## src/hdl/lsu_op_pkg.sv

```systemverilog
// load/store unit operation definitions
// opcodes, access sizes and datapath widths shared by the
// address generation, data alignment and control blocks

package lsu_op_pkg;

  // ------------------------------
  // datapath widths
  // ------------------------------
  localparam int unsigned XLEN = 32;
  localparam int unsigned BE_W = XLEN / 8;

  // writeback tag, one per scoreboard slot
  localparam int unsigned TRANS_ID_W = 3;

  // ------------------------------
  // operations
  // ------------------------------
  // loads sit in the lower half of the code space, stores above
  typedef enum logic [3:0] {
    LB  = 4'h0,
    LBU = 4'h1,
    LH  = 4'h2,
    LHU = 4'h3,
    LW  = 4'h4,
    SB  = 4'h8,
    SH  = 4'h9,
    SW  = 4'hA
  } lsu_op_e;

  // ------------------------------
  // access size
  // ------------------------------
  typedef enum logic [1:0] {
    BYTE = 2'b00,
    HALF = 2'b01,
    WORD = 2'b10
  } size_e;

endpackage

```

## src/hdl/lsu_bus_pkg.sv

```systemverilog
// load/store unit memory-side definitions
// APB widths and the exception causes reported on writeback

package lsu_bus_pkg;

  // APB master port
  localparam int unsigned APB_AW = 32;
  localparam int unsigned APB_DW = 32;
  // one strobe bit per data byte
  localparam int unsigned APB_SW = APB_DW / 8;

  // ------------------------------
  // exception causes
  // ------------------------------
  // values follow the RISC-V mcause encoding
  typedef enum logic [3:0] {
    NONE               = 4'd0,
    LD_ADDR_MISALIGNED = 4'd4,
    LD_ACCESS_FAULT    = 4'd5,
    ST_ADDR_MISALIGNED = 4'd6,
    ST_ACCESS_FAULT    = 4'd7
  } exc_cause_e;

endpackage

```

## src/hdl/lsu_agu.sv

```systemverilog
// load/store address generation unit
// forms the effective address, the byte enables and the
// misalignment flag, all combinationally from the request

`timescale 1ns/1ps

module lsu_agu
  import lsu_op_pkg::*;
(
  input  lsu_op_e         op_i,
  input  logic [XLEN-1:0] operand_a_i,
  input  logic [XLEN-1:0] imm_i,
  output logic [XLEN-1:0] vaddr_o,
  output logic [BE_W-1:0] be_o,
  output logic            misaligned_o
);

  size_e           size;
  logic [BE_W-1:0] size_mask;

  // immediate already arrives sign-extended to XLEN
  assign vaddr_o = $unsigned($signed(operand_a_i) + $signed(imm_i));

  // ------------------------------
  // access size decode
  // ------------------------------
  always_comb begin
    unique case (op_i)
      LB, LBU, SB: size = BYTE;
      LH, LHU, SH: size = HALF;
      default:     size = WORD;
    endcase
  end

  always_comb begin
    unique case (size)
      BYTE:    size_mask = 4'b0001;
      HALF:    size_mask = 4'b0011;
      default: size_mask = 4'b1111;
    endcase
  end

  // lanes move up with the low address bits
  assign be_o = size_mask << vaddr_o[1:0];

  // ------------------------------
  // misalignment
  // ------------------------------
  // bytes are always aligned
  always_comb begin
    unique case (size)
      HALF:    misaligned_o = vaddr_o[0];
      WORD:    misaligned_o = |vaddr_o[1:0];
      default: misaligned_o = 1'b0;
    endcase
  end

endmodule

```

## src/hdl/lsu_data_align.sv

```systemverilog
// load/store data alignment
// moves store data into its byte lanes and pulls load data out
// of its lane with sign or zero extension

`timescale 1ns/1ps

module lsu_data_align
  import lsu_op_pkg::*;
  import lsu_bus_pkg::*;
(
  input  lsu_op_e           op_i,
  input  logic [1:0]        offset_i,
  input  logic [XLEN-1:0]   store_data_i,
  input  logic [APB_DW-1:0] prdata_i,
  output logic [APB_DW-1:0] pwdata_o,
  output logic [XLEN-1:0]   load_data_o
);

  logic [4:0]        lane_shift;
  logic [APB_DW-1:0] rdata_shifted;
  logic [7:0]        rd_byte;
  logic [15:0]       rd_half;

  // byte offset to bit offset
  assign lane_shift = {offset_i, 3'b000};

  // ------------------------------
  // store path
  // ------------------------------
  always_comb begin
    unique case (op_i)
      SB:      pwdata_o = {24'b0, store_data_i[7:0]} << lane_shift;
      SH:      pwdata_o = {16'b0, store_data_i[15:0]} << lane_shift;
      default: pwdata_o = store_data_i;
    endcase
  end

  // ------------------------------
  // load path
  // ------------------------------
  // bring the addressed lane down to bit 0
  assign rdata_shifted = prdata_i >> lane_shift;
  assign rd_byte       = rdata_shifted[7:0];
  assign rd_half       = rdata_shifted[15:0];

  always_comb begin
    unique case (op_i)
      LB:      load_data_o = {{(XLEN-8){rd_byte[7]}}, rd_byte};
      LBU:     load_data_o = {{(XLEN-8){1'b0}}, rd_byte};
      LH:      load_data_o = {{(XLEN-16){rd_half[15]}}, rd_half};
      LHU:     load_data_o = {{(XLEN-16){1'b0}}, rd_half};
      // word passes straight through
      default: load_data_o = prdata_i;
    endcase
  end

endmodule

```

## src/hdl/lsu_ctrl.sv

```systemverilog
// load/store controller
// holds the accepted request, runs one APB transfer at a time
// and returns the result on the load or store writeback channel

`timescale 1ns/1ps

module lsu_ctrl
  import lsu_op_pkg::*;
  import lsu_bus_pkg::*;
(
  input  logic                  clk_i,
  input  logic                  rst_ni,
  // request side
  input  logic                  valid_i,
  output logic                  ready_o,
  input  lsu_op_e               op_i,
  input  logic [TRANS_ID_W-1:0] trans_id_i,
  input  logic [XLEN-1:0]       store_data_i,
  // from the AGU
  input  logic [XLEN-1:0]       vaddr_i,
  input  logic [BE_W-1:0]       be_i,
  input  logic                  misaligned_i,
  // to and from the data alignment
  output lsu_op_e               op_q_o,
  output logic [1:0]            offset_q_o,
  output logic [XLEN-1:0]       store_data_q_o,
  input  logic [XLEN-1:0]       load_data_i,
  // APB master
  output logic                  psel_o,
  output logic                  penable_o,
  output logic                  pwrite_o,
  output logic [APB_AW-1:0]     paddr_o,
  output logic [APB_SW-1:0]     pstrb_o,
  input  logic                  pready_i,
  input  logic                  pslverr_i,
  // writeback
  output logic                  load_valid_o,
  output logic [TRANS_ID_W-1:0] load_trans_id_o,
  output logic [XLEN-1:0]       load_result_o,
  output exc_cause_e            load_ex_o,
  output logic                  store_valid_o,
  output logic [TRANS_ID_W-1:0] store_trans_id_o,
  output exc_cause_e            store_ex_o
);

  typedef enum logic [1:0] {IDLE, SETUP, ACCESS, RESP} state_e;

  state_e                state_q, state_d;
  lsu_op_e               op_q;
  logic [XLEN-1:0]       addr_q;
  logic [BE_W-1:0]       be_q;
  logic [XLEN-1:0]       data_q;
  logic [TRANS_ID_W-1:0] id_q;
  logic [XLEN-1:0]       result_q;
  exc_cause_e            ex_q;
  logic                  req_accept;
  logic                  xfer_done;
  logic                  store_q;

  function automatic logic is_store(lsu_op_e op);
    return (op == SB) || (op == SH) || (op == SW);
  endfunction

  // RESP also takes a new request, so back-to-back ops lose no cycle
  assign ready_o    = (state_q == IDLE) || (state_q == RESP);
  assign req_accept = valid_i && ready_o;
  assign xfer_done  = (state_q == ACCESS) && pready_i;
  assign store_q    = is_store(op_q);

  // ------------------------------
  // state machine
  // ------------------------------
  always_comb begin
    state_d = state_q;
    unique case (state_q)
      IDLE, RESP: begin
        if (valid_i) begin
          // misaligned ops never reach the bus
          state_d = misaligned_i ? RESP : SETUP;
        end else begin
          state_d = IDLE;
        end
      end
      SETUP:   state_d = ACCESS;
      ACCESS:  state_d = pready_i ? RESP : ACCESS;
      default: state_d = IDLE;
    endcase
  end

  always_ff @(posedge clk_i or negedge rst_ni) begin
    if (!rst_ni) begin
      state_q <= IDLE;
    end else begin
      state_q <= state_d;
    end
  end

  // ------------------------------
  // request and result registers
  // ------------------------------
  always_ff @(posedge clk_i) begin
    if (req_accept) begin
      op_q     <= op_i;
      addr_q   <= vaddr_i;
      be_q     <= be_i;
      data_q   <= store_data_i;
      id_q     <= trans_id_i;
      result_q <= '0;
      if (misaligned_i) begin
        ex_q <= is_store(op_i) ? ST_ADDR_MISALIGNED : LD_ADDR_MISALIGNED;
      end else begin
        ex_q <= NONE;
      end
    end else if (xfer_done) begin
      if (pslverr_i) begin
        ex_q <= store_q ? ST_ACCESS_FAULT : LD_ACCESS_FAULT;
      end else begin
        result_q <= load_data_i;
      end
    end
  end

  assign op_q_o         = op_q;
  assign offset_q_o     = addr_q[1:0];
  assign store_data_q_o = data_q;

  // ------------------------------
  // APB outputs
  // ------------------------------
  assign psel_o    = (state_q == SETUP) || (state_q == ACCESS);
  assign penable_o = (state_q == ACCESS);
  assign pwrite_o  = store_q;
  assign paddr_o   = addr_q;
  // no strobes on reads
  assign pstrb_o   = store_q ? be_q : '0;

  // ------------------------------
  // writeback
  // ------------------------------
  assign load_valid_o     = (state_q == RESP) && !store_q;
  assign load_trans_id_o  = id_q;
  assign load_result_o    = result_q;
  assign load_ex_o        = ex_q;

  assign store_valid_o    = (state_q == RESP) && store_q;
  assign store_trans_id_o = id_q;
  assign store_ex_o       = ex_q;

endmodule

```

## src/hdl/lsu_top.sv

```systemverilog
// load/store unit top level
// address generation, data alignment and the APB controller

`timescale 1ns/1ps

module lsu_top
  import lsu_op_pkg::*;
  import lsu_bus_pkg::*;
(
  input  logic                  clk_i,
  input  logic                  rst_ni,
  // request side
  input  logic                  valid_i,
  output logic                  ready_o,
  input  lsu_op_e               op_i,
  input  logic [XLEN-1:0]       operand_a_i,
  input  logic [XLEN-1:0]       imm_i,
  input  logic [XLEN-1:0]       store_data_i,
  input  logic [TRANS_ID_W-1:0] trans_id_i,
  // APB master
  output logic                  psel_o,
  output logic                  penable_o,
  output logic                  pwrite_o,
  output logic [APB_AW-1:0]     paddr_o,
  output logic [APB_DW-1:0]     pwdata_o,
  output logic [APB_SW-1:0]     pstrb_o,
  input  logic [APB_DW-1:0]     prdata_i,
  input  logic                  pready_i,
  input  logic                  pslverr_i,
  // writeback
  output logic                  load_valid_o,
  output logic [TRANS_ID_W-1:0] load_trans_id_o,
  output logic [XLEN-1:0]       load_result_o,
  output exc_cause_e            load_ex_o,
  output logic                  store_valid_o,
  output logic [TRANS_ID_W-1:0] store_trans_id_o,
  output exc_cause_e            store_ex_o
);

  logic [XLEN-1:0] vaddr;
  logic [BE_W-1:0] be;
  logic            misaligned;
  lsu_op_e         op_q;
  logic [1:0]      offset_q;
  logic [XLEN-1:0] store_data_q;
  logic [XLEN-1:0] load_data;

  lsu_agu lsu_agu_i (
    .op_i         (op_i),
    .operand_a_i  (operand_a_i),
    .imm_i        (imm_i),
    .vaddr_o      (vaddr),
    .be_o         (be),
    .misaligned_o (misaligned)
  );

  // works on the registered op so the bus data stays stable
  lsu_data_align lsu_data_align_i (
    .op_i         (op_q),
    .offset_i     (offset_q),
    .store_data_i (store_data_q),
    .prdata_i     (prdata_i),
    .pwdata_o     (pwdata_o),
    .load_data_o  (load_data)
  );

  lsu_ctrl lsu_ctrl_i (
    .clk_i            (clk_i),
    .rst_ni           (rst_ni),
    .valid_i          (valid_i),
    .ready_o          (ready_o),
    .op_i             (op_i),
    .trans_id_i       (trans_id_i),
    .store_data_i     (store_data_i),
    .vaddr_i          (vaddr),
    .be_i             (be),
    .misaligned_i     (misaligned),
    .op_q_o           (op_q),
    .offset_q_o       (offset_q),
    .store_data_q_o   (store_data_q),
    .load_data_i      (load_data),
    .psel_o           (psel_o),
    .penable_o        (penable_o),
    .pwrite_o         (pwrite_o),
    .paddr_o          (paddr_o),
    .pstrb_o          (pstrb_o),
    .pready_i         (pready_i),
    .pslverr_i        (pslverr_i),
    .load_valid_o     (load_valid_o),
    .load_trans_id_o  (load_trans_id_o),
    .load_result_o    (load_result_o),
    .load_ex_o        (load_ex_o),
    .store_valid_o    (store_valid_o),
    .store_trans_id_o (store_trans_id_o),
    .store_ex_o       (store_ex_o)
  );

endmodule

```

## config.mk

```make
export PLATFORM = sky130hd
export DESIGN_NAME = lsu_top
export DESIGN_NICKNAME = d
export VERILOG_FILES = /design/src/hdl/lsu_op_pkg.sv /design/src/hdl/lsu_bus_pkg.sv /design/src/hdl/lsu_agu.sv /design/src/hdl/lsu_data_align.sv /design/src/hdl/lsu_ctrl.sv /design/src/hdl/lsu_top.sv
export SDC_FILE = /design/constraint.sdc
export NUM_CORES = 1
export LEC_CHECK = 0
export BUFFER_PORTS_ARGS = -buffer_cell sky130_fd_sc_hd__buf_2
export CAP_MARGIN = 10
export CORE_MARGIN = 2
export CORE_UTILIZATION = 50
export CTS_BUF_LIST = sky130_fd_sc_hd__clkbuf_2 sky130_fd_sc_hd__clkbuf_4 sky130_fd_sc_hd__clkbuf_8
export DETAILED_ROUTE_END_ITERATION = 10
export GPL_TIMING_DRIVEN = 0
export HOLD_SLACK_MARGIN = 0.1
export PLACE_DENSITY = 0.9
export REMOVE_ABC_BUFFERS = 1
export SLEW_MARGIN = 25
export SYNTH_ARGS = -nofsm -noshare
export SYNTH_HDL_FRONTEND = slang
export SYNTH_HIERARCHICAL = 1
export SYNTH_SLANG_ARGS = --single-unit
```

## constraint.sdc

```tcl
create_clock -name clk_i -period 3.34 [get_ports clk_i]
set_clock_uncertainty 0.15 [all_clocks]
set_input_delay 0.334 -clock clk_i [delete_from_list [all_inputs] [get_ports clk_i]]
set_output_delay 0.334 -clock clk_i [all_outputs]
set_load 0.05 [all_outputs]
```

======== Word level (Yosys, flattened, before mapping) ========
Index checks and enable logic that the tools add are counted.
Widths: inputs -> output; s select.
storage, ports and cells
  bits in registers ....................... 113
  output and inout port bits .............. 120
  input port bits ......................... 140
  logic and storage cells ................. 70
operators by class
  add/subtract/negate cells ............... 1
  mux-type cells .......................... 16
  eq/ne operators ......................... 17
  bitwise logic cells ..................... 1
  shifts and indexed selects .............. 4
  reduce and logical (&&, ||, !) cells .... 23
operators with widths
  cell                number
  $pmux 32 s4         1
  $pmux 32 s2         1
  $add 32x32->32      1
  $shl 16x5->32       1
  $shl 8x5->32        1
  $shr 32x5->16       1
  $eq 4x4->1 const B  6
  $mux 4              5
  $eq 4x2->1 const B  4
  $eq 4x1->1 const B  2
  $logic_not 4->1     2
  $mux 2              4
  $pmux 4 s2          1
  $eq 2x2->1 const B  3
  $logic_or 1x1->1    6
  $pmux 2 s3          1
  $reduce_or 3->1     2
  $eq 2x1->1 const B  2
  $logic_and 1x1->1   4
  $logic_not 2->1     2
  $pmux 2 s2          1
  $reduce_and 2->1    2
  $reduce_bool 2->1   2
  $reduce_or 2->1     2
  other kinds (5)     5

======== Longest topological paths before layout ========
Gate-level depths: netlist (run 1).
  word-level depth ........................ 8
  mapped depth ............................ 9
  depth with buffers taken out ............ 9

======== Hierarchy ========
The synthesis (run 1) kept the hierarchy.
by module, submodules not included
  module          sequential area each (um^2)  area an instance (um^2)  cells an instance  times used
  lsu_ctrl        3032.9                       3897.5                   255                1
  lsu_agu         0.0                          1645.3                   225                1
  lsu_data_align  0.0                          1358.8                   209                1

======== Least setup slack after synthesis (run 1) ========
Ideal clock, no wire load.
  path kind ............................... register to register
  from .................................... reg lsu_ctrl_i.state_q[1]
  to ...................................... reg lsu_ctrl_i.be_q[0], enable pin
  stages on the path, launching flop included .. 5
  clock period less this slack ............ 2897 ps
  data required time ...................... 2784 ps
  setup slack ............................. 443 ps
  path buffers ............................ 1
  library setup time ...................... 406 ps
  arrival time ............................ 2341 ps
  cells stage by stage .................... dfrtp_1 > ha_1 > nand2_2 > inv_2 > buf_2
on the way
  longest elaborated chain between the ends .. 3
  elaborated cells between the ends (all ways) .. 4
  classes of those cells .................. eq/ne (1); reduce/logical (3)
ends and longest elaborated chain
  element                                               RTL line         RTL
  from (decl)                                           lsu_ctrl.sv:48   state_e state_q, state_d;
  from (signal assigned)                                lsu_ctrl.sv:94   state_q <= state_d;
  $eq 2x2->1 / $logic_not 2->1 (equally long branches)  lsu_ctrl.sv:65   assign ready_o = (state_q == IDLE) || (state_q == RESP);
  $logic_or 1x1->1 *                                    lsu_ctrl.sv:65
  net ready_o                                           lsu_top.sv:14    output logic ready_o,
  $logic_and 1x1->1 *                                   lsu_ctrl.sv:66   assign req_accept = valid_i && ready_o;
  net lsu_ctrl_i.req_accept                             lsu_ctrl.sv:56   logic req_accept;
  to (signal assigned)                                  lsu_ctrl.sv:105  be_q <= be_i;
  to (decl)                                             lsu_ctrl.sv:51   logic [BE_W-1:0] be_q;
The timed path passes the listed nets; every way through them passes the cells marked *.
A chain may end at the register's enable or synchronous reset.

======== Worst setup path after layout (run 1) ========
  from .................................... reg lsu_ctrl_i.op_q[1], in the netlist lsu_ctrl_i/op_q_o[1]
  to ...................................... out pwdata_o[25]
on the way
  longest elaborated chain between the ends .. 2
  elaborated cells between the ends (all ways) .. 3
  classes of those cells .................. eq/ne (2); mux (1)
ends and longest elaborated chain
  element                 RTL line              RTL
  from (decl)             lsu_ctrl.sv:49        lsu_op_e op_q;
  from (signal assigned)  lsu_ctrl.sv:103       op_q <= op_i;
  $eq 4x4->1              lsu_data_align.sv:31  unique case (op_i)
  $pmux 32 s2 *           lsu_data_align.sv:31
  to (decl)               lsu_top.sv:25         output logic [APB_DW-1:0] pwdata_o,
Mark *: on every way between the ends. The rest lies on a longest branch, timed or not.

==> metrics.md, run 1 <==
| Metric | Value |
|---|---|
| Top FF cell, synth | edfxtp_1 |
| Most common cell after layout, fill and taps aside | buf_2 |
| Worst IR drop on VDD | 0.4615 mV |
| Via-to-Cell Ratio | 5.742 |
| Cts bufs inserted | 9 |
| GRT Overall Usage | 25.79% |
| Layout Utilization | 66.19% |
| Slew Limit Fails | 0 |
| Placed insts | 1082 |
| HP Class | in2async |
| CTS Root Cell | clkbuf_8 |
| Reg2Reg Launch Point | lsu_ctrl_i/paddr_o[1] |
| CTS clock-pin slew for the worst setup and hold paths | 0.10 ns |
| Io pins | 260 |
| Final Setup Violations | 0 |
| Final instance area | 8835 sq um |
| Routed WL | 19620 microns |
| Setup CP Type | reg2out |
| Slew @ Worst Pin | 0.9335 ns |
| Detailed placer's ending HPWL | 13990 microns |
| Finished Layout Cells | 1141 |
| CP arrival | 2.70 ns |
| Die ar. | 14760 sq um |
| Global route hottest layer | met2 |
| Mean area per synthesized cell | 10.02 sq um |
| Max-slew headroom | 37.30% |
| EDFF count, synth | 78 |
| Vias in the first global route | 6162 |
| Antenna violations before repair | 0 |
| Leakage | 0.003890 uW |
| Die width | 121.5 microns |
| Number of distinct library cells after synthesis | 73 |
| Critical path launch point | lsu_ctrl_i/op_q_o[1] |
| Rows | 42 |
| Critical path peak fanout | 10 |
| RSZ-0062 raised after global routing | no |
| Drt drc | 0 |
| Commonest non-fill, non-tap cells in the layout | buf_2, nand2_1, edfxtp_1, nor2_1, dlygate4sd3_1 |
| CTS Buffer Depth | 2 |
| Drt first pass iters | 6 |
| Setup crit end | pwdata_o[25] |
| Type of origin of the critical path | flip-flop |
| First-pass GRT wire length | 30270 microns |
| Met3 GRT Util | 6.203% |
| Post-synth ARST share | 1.786% |
| Cell area after synthesis | 6902 sq um |
| Total setup buffers inserted after CTS | 0 |
| Clk Latency, worst-skew pair | 0.36 ns |
| Port Buffers | 257 |
| Fmax | 313.7 MHz |
| # nets final | 1133 |
| Yosys reg bits | 112 |
| R2R Setup Slk | 0.42 ns |
| Largest net degree at the start of global routing | 56 |
| Routability Congestion | 0.9434 |
| Worst r2r dst | lsu_ctrl_i/load_result_o[18] |
| Cell Area, Placed | 8197 sq um |
| Mapped Cells | 689 |
| Req. time, crit path | 2.86 ns |
| Core box area | 13350 sq um |
| Initial Util | 51.71% |
| Met1 global-route usage | 30.68% |
| DR WL/cell | 17.20 microns |
| Initial drt markers | 531 |
| YS warnings | 6 |
| Vias post-DR | 6552 |
| Met2 usage | 45.68% |
| Total grt overflow | 0 |
| Crit end category | primary output |
| Final worst-path cycle share | 95.45% |
| CTS tree | done |
| Layout area overhead | 28.01% |
| Total power per unit cell area | 830.3 nW/um^2 |
| Final min period | 3.188 ns |
| CTS H-tree depth | 3 |
| Die Y | 121.5 microns |
| Final hold violations | 0 |
| Run status | completed |
| Reg2Reg Depth | 6 |
| Max Cap Violations | 0 |
| Final ANT Viol Nets | 0 |
| Sequential share of the synthesized area | 43.94% |
| Sink Count | 112 |
| Layout cells sized above 1 | 36.31% |
-- registers in the layout (all words and copies together) (netlist names) --
signal                      count
lsu_ctrl_i/paddr_o             32
lsu_ctrl_i/load_trans_id_o      3
lsu_ctrl_i/be_q                 4
lsu_ctrl_i/state_q              2
lsu_ctrl_i/load_result_o       32
lsu_ctrl_i/load_ex_o            3
lsu_ctrl_i/store_data_q_o      32
lsu_ctrl_i/op_q_o               4
-- kinds of logic after synthesis --
family / count (synthesis) / share of synthesized area (%)
AO/OA/AOI/OAI: 207 / 21.85
XOR/XNOR: 31 / 3.934
adder cells (fa/ha/maj): 34 / 6.273
buffers and inverters: 57 / 4.931
flip-flops: 112 / 43.94
multiplexers: 17 / 2.774
other: 1 / 0.05434
AND/OR/NAND/NOR: 230 / 16.24
-- report_power, final --
group	switching, uW	internal [uW]	leakage, uW
clock network	478	358	0.000104
logic	3110	1050	0.00278
registers	272	2060	0.00101
-- worst min-delay path by stage --
| stage | endpoint | slack [ns] | start |
|---|---|---|---|
| floorplan | lsu_ctrl_i/state_q[0] | -0.11 | rst_ni |
| global placement | lsu_ctrl_i/state_q[0] | -0.03 | rst_ni |
| detailed placement | lsu_ctrl_i/state_q[0] | -0.02 | rst_ni |
| CTS | lsu_ctrl_i/state_q[1] | 0.13 | rst_ni |
| global route | lsu_ctrl_i/state_q[1] | 0.13 | rst_ni |
| finish | lsu_ctrl_i/state_q[1] | 0.15 | rst_ni |
-- through the flow --
| step | hold slack [ns] | worst slack [ns] | power (uW) | TNS [ns] |
|---|---|---|---|---|
| finish | 0.1519 | 0.1519 | 7335 | 0 |
| global route | 0.1258 | 0.01762 | 7698 | 0 |
| CTS | 0.1270 | 0.1689 | 7316 | 0 |
| detailed placement | -0.02026 | 0.2241 | 6446 | 0 |
| global placement | -0.03003 | -0.5993 | 6348 | -11.30 |
| floorplan | -0.1116 | -0.2879 | 5419 | -3.958 |
-- cell usage after synthesis, types with 9 or more instances --
master | n | area (sq um)
xor2_1 | 9 | 78.83
a221oi_1 | 21 | 183.9
edfxtp_1 | 78 | 2342
mux2i_1 | 9 | 90.09
xnor2_1 | 22 | 192.7
nor2_1 | 45 | 168.9
buf_2 | 15 | 75.07
inv_1 | 11 | 41.29
a22oi_1 | 16 | 120.1
clkbuf_1 | 11 | 41.29
a21o_1 | 27 | 202.7
a21oi_1 | 27 | 135.1
nand2_2 | 11 | 68.82
buf_4 | 10 | 75.07
ha_1 | 33 | 412.9
a21oi_2 | 34 | 297.8
o21ai_0 | 29 | 145.1
nand2_1 | 101 | 379.1
o22ai_1 | 9 | 56.30
dfxtp_1 | 32 | 640.6
and2_1 | 9 | 56.30
nor2b_1 | 9 | 56.30
-- timing repair --
| item | in CTS | in global routing |
|---|---|---|
| endpoints found under the hold margin | 43 | 0 |
| pin swaps | 0 | 1 |
| endpoints found under the setup margin | 12 | 18 |
| resized for setup | 2 | 2 |
| hold buffers | 42 | 0 |
-- cell type report --
cell class	count	area, sq um
fillers	1046	4513
multi-input cells	521	3553
flip-flops and latches	112	3033
repair buffers	303	1775
well taps	176	220.2
clock buffers	9	123.9
clock inverters	7	76.32
inverters	12	50.05
diodes	1	2.502
-- metal layers --
metal / share of wire, % / up-vias
li1: - / 3067
met2: 50 / 380
met1: 38 / 3054
met5: 0 / -
met4: 2.5 / 0
met3: 9.4 / 51
-- worst max-delay path, cell delays in order (launching register included) --
cell and delay, ns:
edfxtp_1 0.59, nor3b_4 0.55, nand2_1 0.36, o21ai_0 0.49, buf_2 0.35
No activity file was read; power rests on OpenSTA's default activity.
==> inputs of run 2 (changes only) <==
==> constraint.sdc (replaced) <==
create_clock -name clk_i -period 4 [get_ports clk_i]
set_clock_uncertainty 0.15 [all_clocks]
set_input_delay 0.4 -clock clk_i [delete_from_list [all_inputs] [get_ports clk_i]]
set_output_delay 0.4 -clock clk_i [all_outputs]
set_load 0.05 [all_outputs]
==> run 2 against run 1 <==
Wire length is 0.88% lower. Core utilization is 0.47 points lower. Non-clock buffer count is 5 lower.
==> metrics.md, run 2 (synthesis gave the netlist of run 1 again) <==
| Metric | Value |
|---|---|
| Run status | completed |
| Max Cap Violations | 0 |
| Max-slew headroom | 36.60% |
| Critical path launch point | lsu_ctrl_i/op_q_o[1] |
| Met1 global-route usage | 30.54% |
| Leakage | 0.003861 uW |
| HP Class | in2reg |
| Antenna violations before repair | 0 |
| Layout area overhead | 27.10% |
| Finished Layout Cells | 1136 |
| CTS Buffer Depth | 2 |
| Vias post-DR | 6425 |
| Cell family with most CP delay | simple AND/OR/NAND/NOR gates |
| R2R Setup Slk | 0.84 ns |
| Drt first pass iters | 5 |
| Port Buffers | 257 |
| Final min period | 3.501 ns |
| Worst IR drop on VDD | 0.3841 mV |
| Global route hottest layer | met2 |
| Routability Congestion | 0.9434 |
| Final ANT Viol Nets | 0 |
| Initial drt markers | 560 |
| Max stage delay cell, worst path | or3b_1 |
| Total power per unit cell area | 695.5 nW/um^2 |
| Worst path bufs/invs | 1 |
| Initial Util | 51.71% |
| Layout cells sized above 1 | 36.39% |
| RSZ-0062 raised after global routing | no |
| Most common cell after layout, fill and taps aside | buf_2 |
| Die Y | 121.5 microns |
| First-pass GRT wire length | 30120 microns |
| Fmax | 285.6 MHz |
| Type of origin of the critical path | flip-flop |
| Clk Latency, worst-skew pair | 0.36 ns |
| Critical path depth | 5 |
| Hold Crit Endpoint | lsu_ctrl_i/state_q[1] |
| Via-to-Cell Ratio | 5.656 |
| Met2 usage | 45.61% |
| Routed WL | 19450 microns |
| Slew Limit Fails | 0 |
| Die width | 121.5 microns |
| # nets final | 1128 |
| CTS Root Cell | clkbuf_8 |
| Vias in the first global route | 6104 |
| DR WL/cell | 17.12 microns |
| Final hold violations | 0 |
| Crit end category | primary output |
| Slew @ Worst Pin | 0.9509 ns |
| CTS clock-pin slew for the worst setup and hold paths | 0.10 ns |
| Fill cell count | 1056 |
| Core box area | 13350 sq um |
| Req. time, crit path | 3.45 ns |
| Final worst-path cycle share | 87.54% |
| Worst hold path depth | 3 |
| Rows | 42 |
| Die ar. | 14760 sq um |
| Commonest non-fill, non-tap cells in the layout | buf_2, nand2_1, edfxtp_1, nor2_1, dlygate4sd3_1 |
| Met3 GRT Util | 6.485% |
| Drt drc | 0 |
| Reg2Reg Launch Point | lsu_ctrl_i/paddr_o[1] |
| Worst r2r dst | lsu_ctrl_i/load_result_o[18] |
| CTS H-tree depth | 3 |
| CP arrival | 2.95 ns |
| Largest net degree at the start of global routing | 56 |
| Sink Count | 112 |
| Critical path peak fanout | 26 |
| Placed insts | 1082 |
| GRT Overall Usage | 25.71% |
| Setup CP Type | reg2out |
| Crit-path cells | or3b_1, nor3_4, a221oi_1, nor2_1, buf_2 |
| Final Setup Violations | 0 |
| Slowest stage delay, CP | 0.84 ns |
| Hold path start | valid_i |
| Reg2Reg Depth | 6 |
| Total setup buffers inserted after CTS | 0 |
| Total grt overflow | 0 |
| CTS tree | done |
| Io pins | 260 |
| Detailed placer's ending HPWL | 13990 microns |
| Cts bufs inserted | 9 |
| Post-route setup TNS | 0 ns |
## run 2: metal layers
metal,wire length [microns],up-vias
li1,-,3057
met1,7565,3002
met2,9720,323
met3,1716,43
met4,447,0
met5,0,-
## run 2: metrics by stage
| stage | setup WS, ns | hold WS (ns) | area (sq um) | total power (uW) | utilization (%) |
|---|---|---|---|---|---|
| floorplan | 0.3061 | -0.04559 | 6610 | 4525 | - |
| global placement | 0.06065 | 0.03597 | 8117 | 5301 | 60.81 |
| detailed placement | 0.8841 | 0.04574 | 8197 | 5383 | 61.41 |
| CTS | 0.4784 | 0.1137 | 8767 | 6103 | 65.68 |
| global route | 0.3448 | 0.1113 | 8770 | 6414 | 65.70 |
| finish | 0.4985 | 0.1280 | 8772 | 6101 | 65.72 |
## run 2: timing repair
action,in CTS,in global routing
gates resized for setup,0,0
endpoints found under the hold margin,38,0
hold buffers,37,0
## run 2: how the worst max path moves through the flow
| stage | end | slack [ns] |
|---|---|---|
| floorplan | pwdata_o[30] | 0.31 |
| global route | pwdata_o[17] | 0.34 |
| CTS | pwdata_o[18] | 0.48 |
| global placement | lsu_ctrl_i/load_result_o[18] | 0.06 |
| finish | pwdata_o[16] | 0.50 |
| detailed placement | lsu_ctrl_i/load_result_o[31] | 0.88 |
## run 2: report_power, final
part | switching (uW) | internal (uW) | leakage (uW)
Combinational | 2590 | 869 | 0.00275
Sequential | 225 | 1720 | 0.00101
Clock | 394 | 299 | 0.000104
## run 2: cell type report
class,count,area [sq um],share of cell area (%)
clock inverter,7,76.32,0.8701
antenna,1,2.502,0.02853
clock buffer,9,123.9,1.412
inverter,12,50.05,0.5705
timing repair buffer,298,1725,19.67
multi-input combinational,521,3541,40.37
tap,176,220.2,2.510
sequential,112,3033,34.57
## run 2: worst register-to-register path, stage by stage (launching register included)
cell	delay (ns)
edfxtp_1	0.83
nor2b_2	0.81
a221oi_2	0.21
nor4_4	0.73
a21o_1	0.16
nand2_1	0.06
a21oi_2	0.14
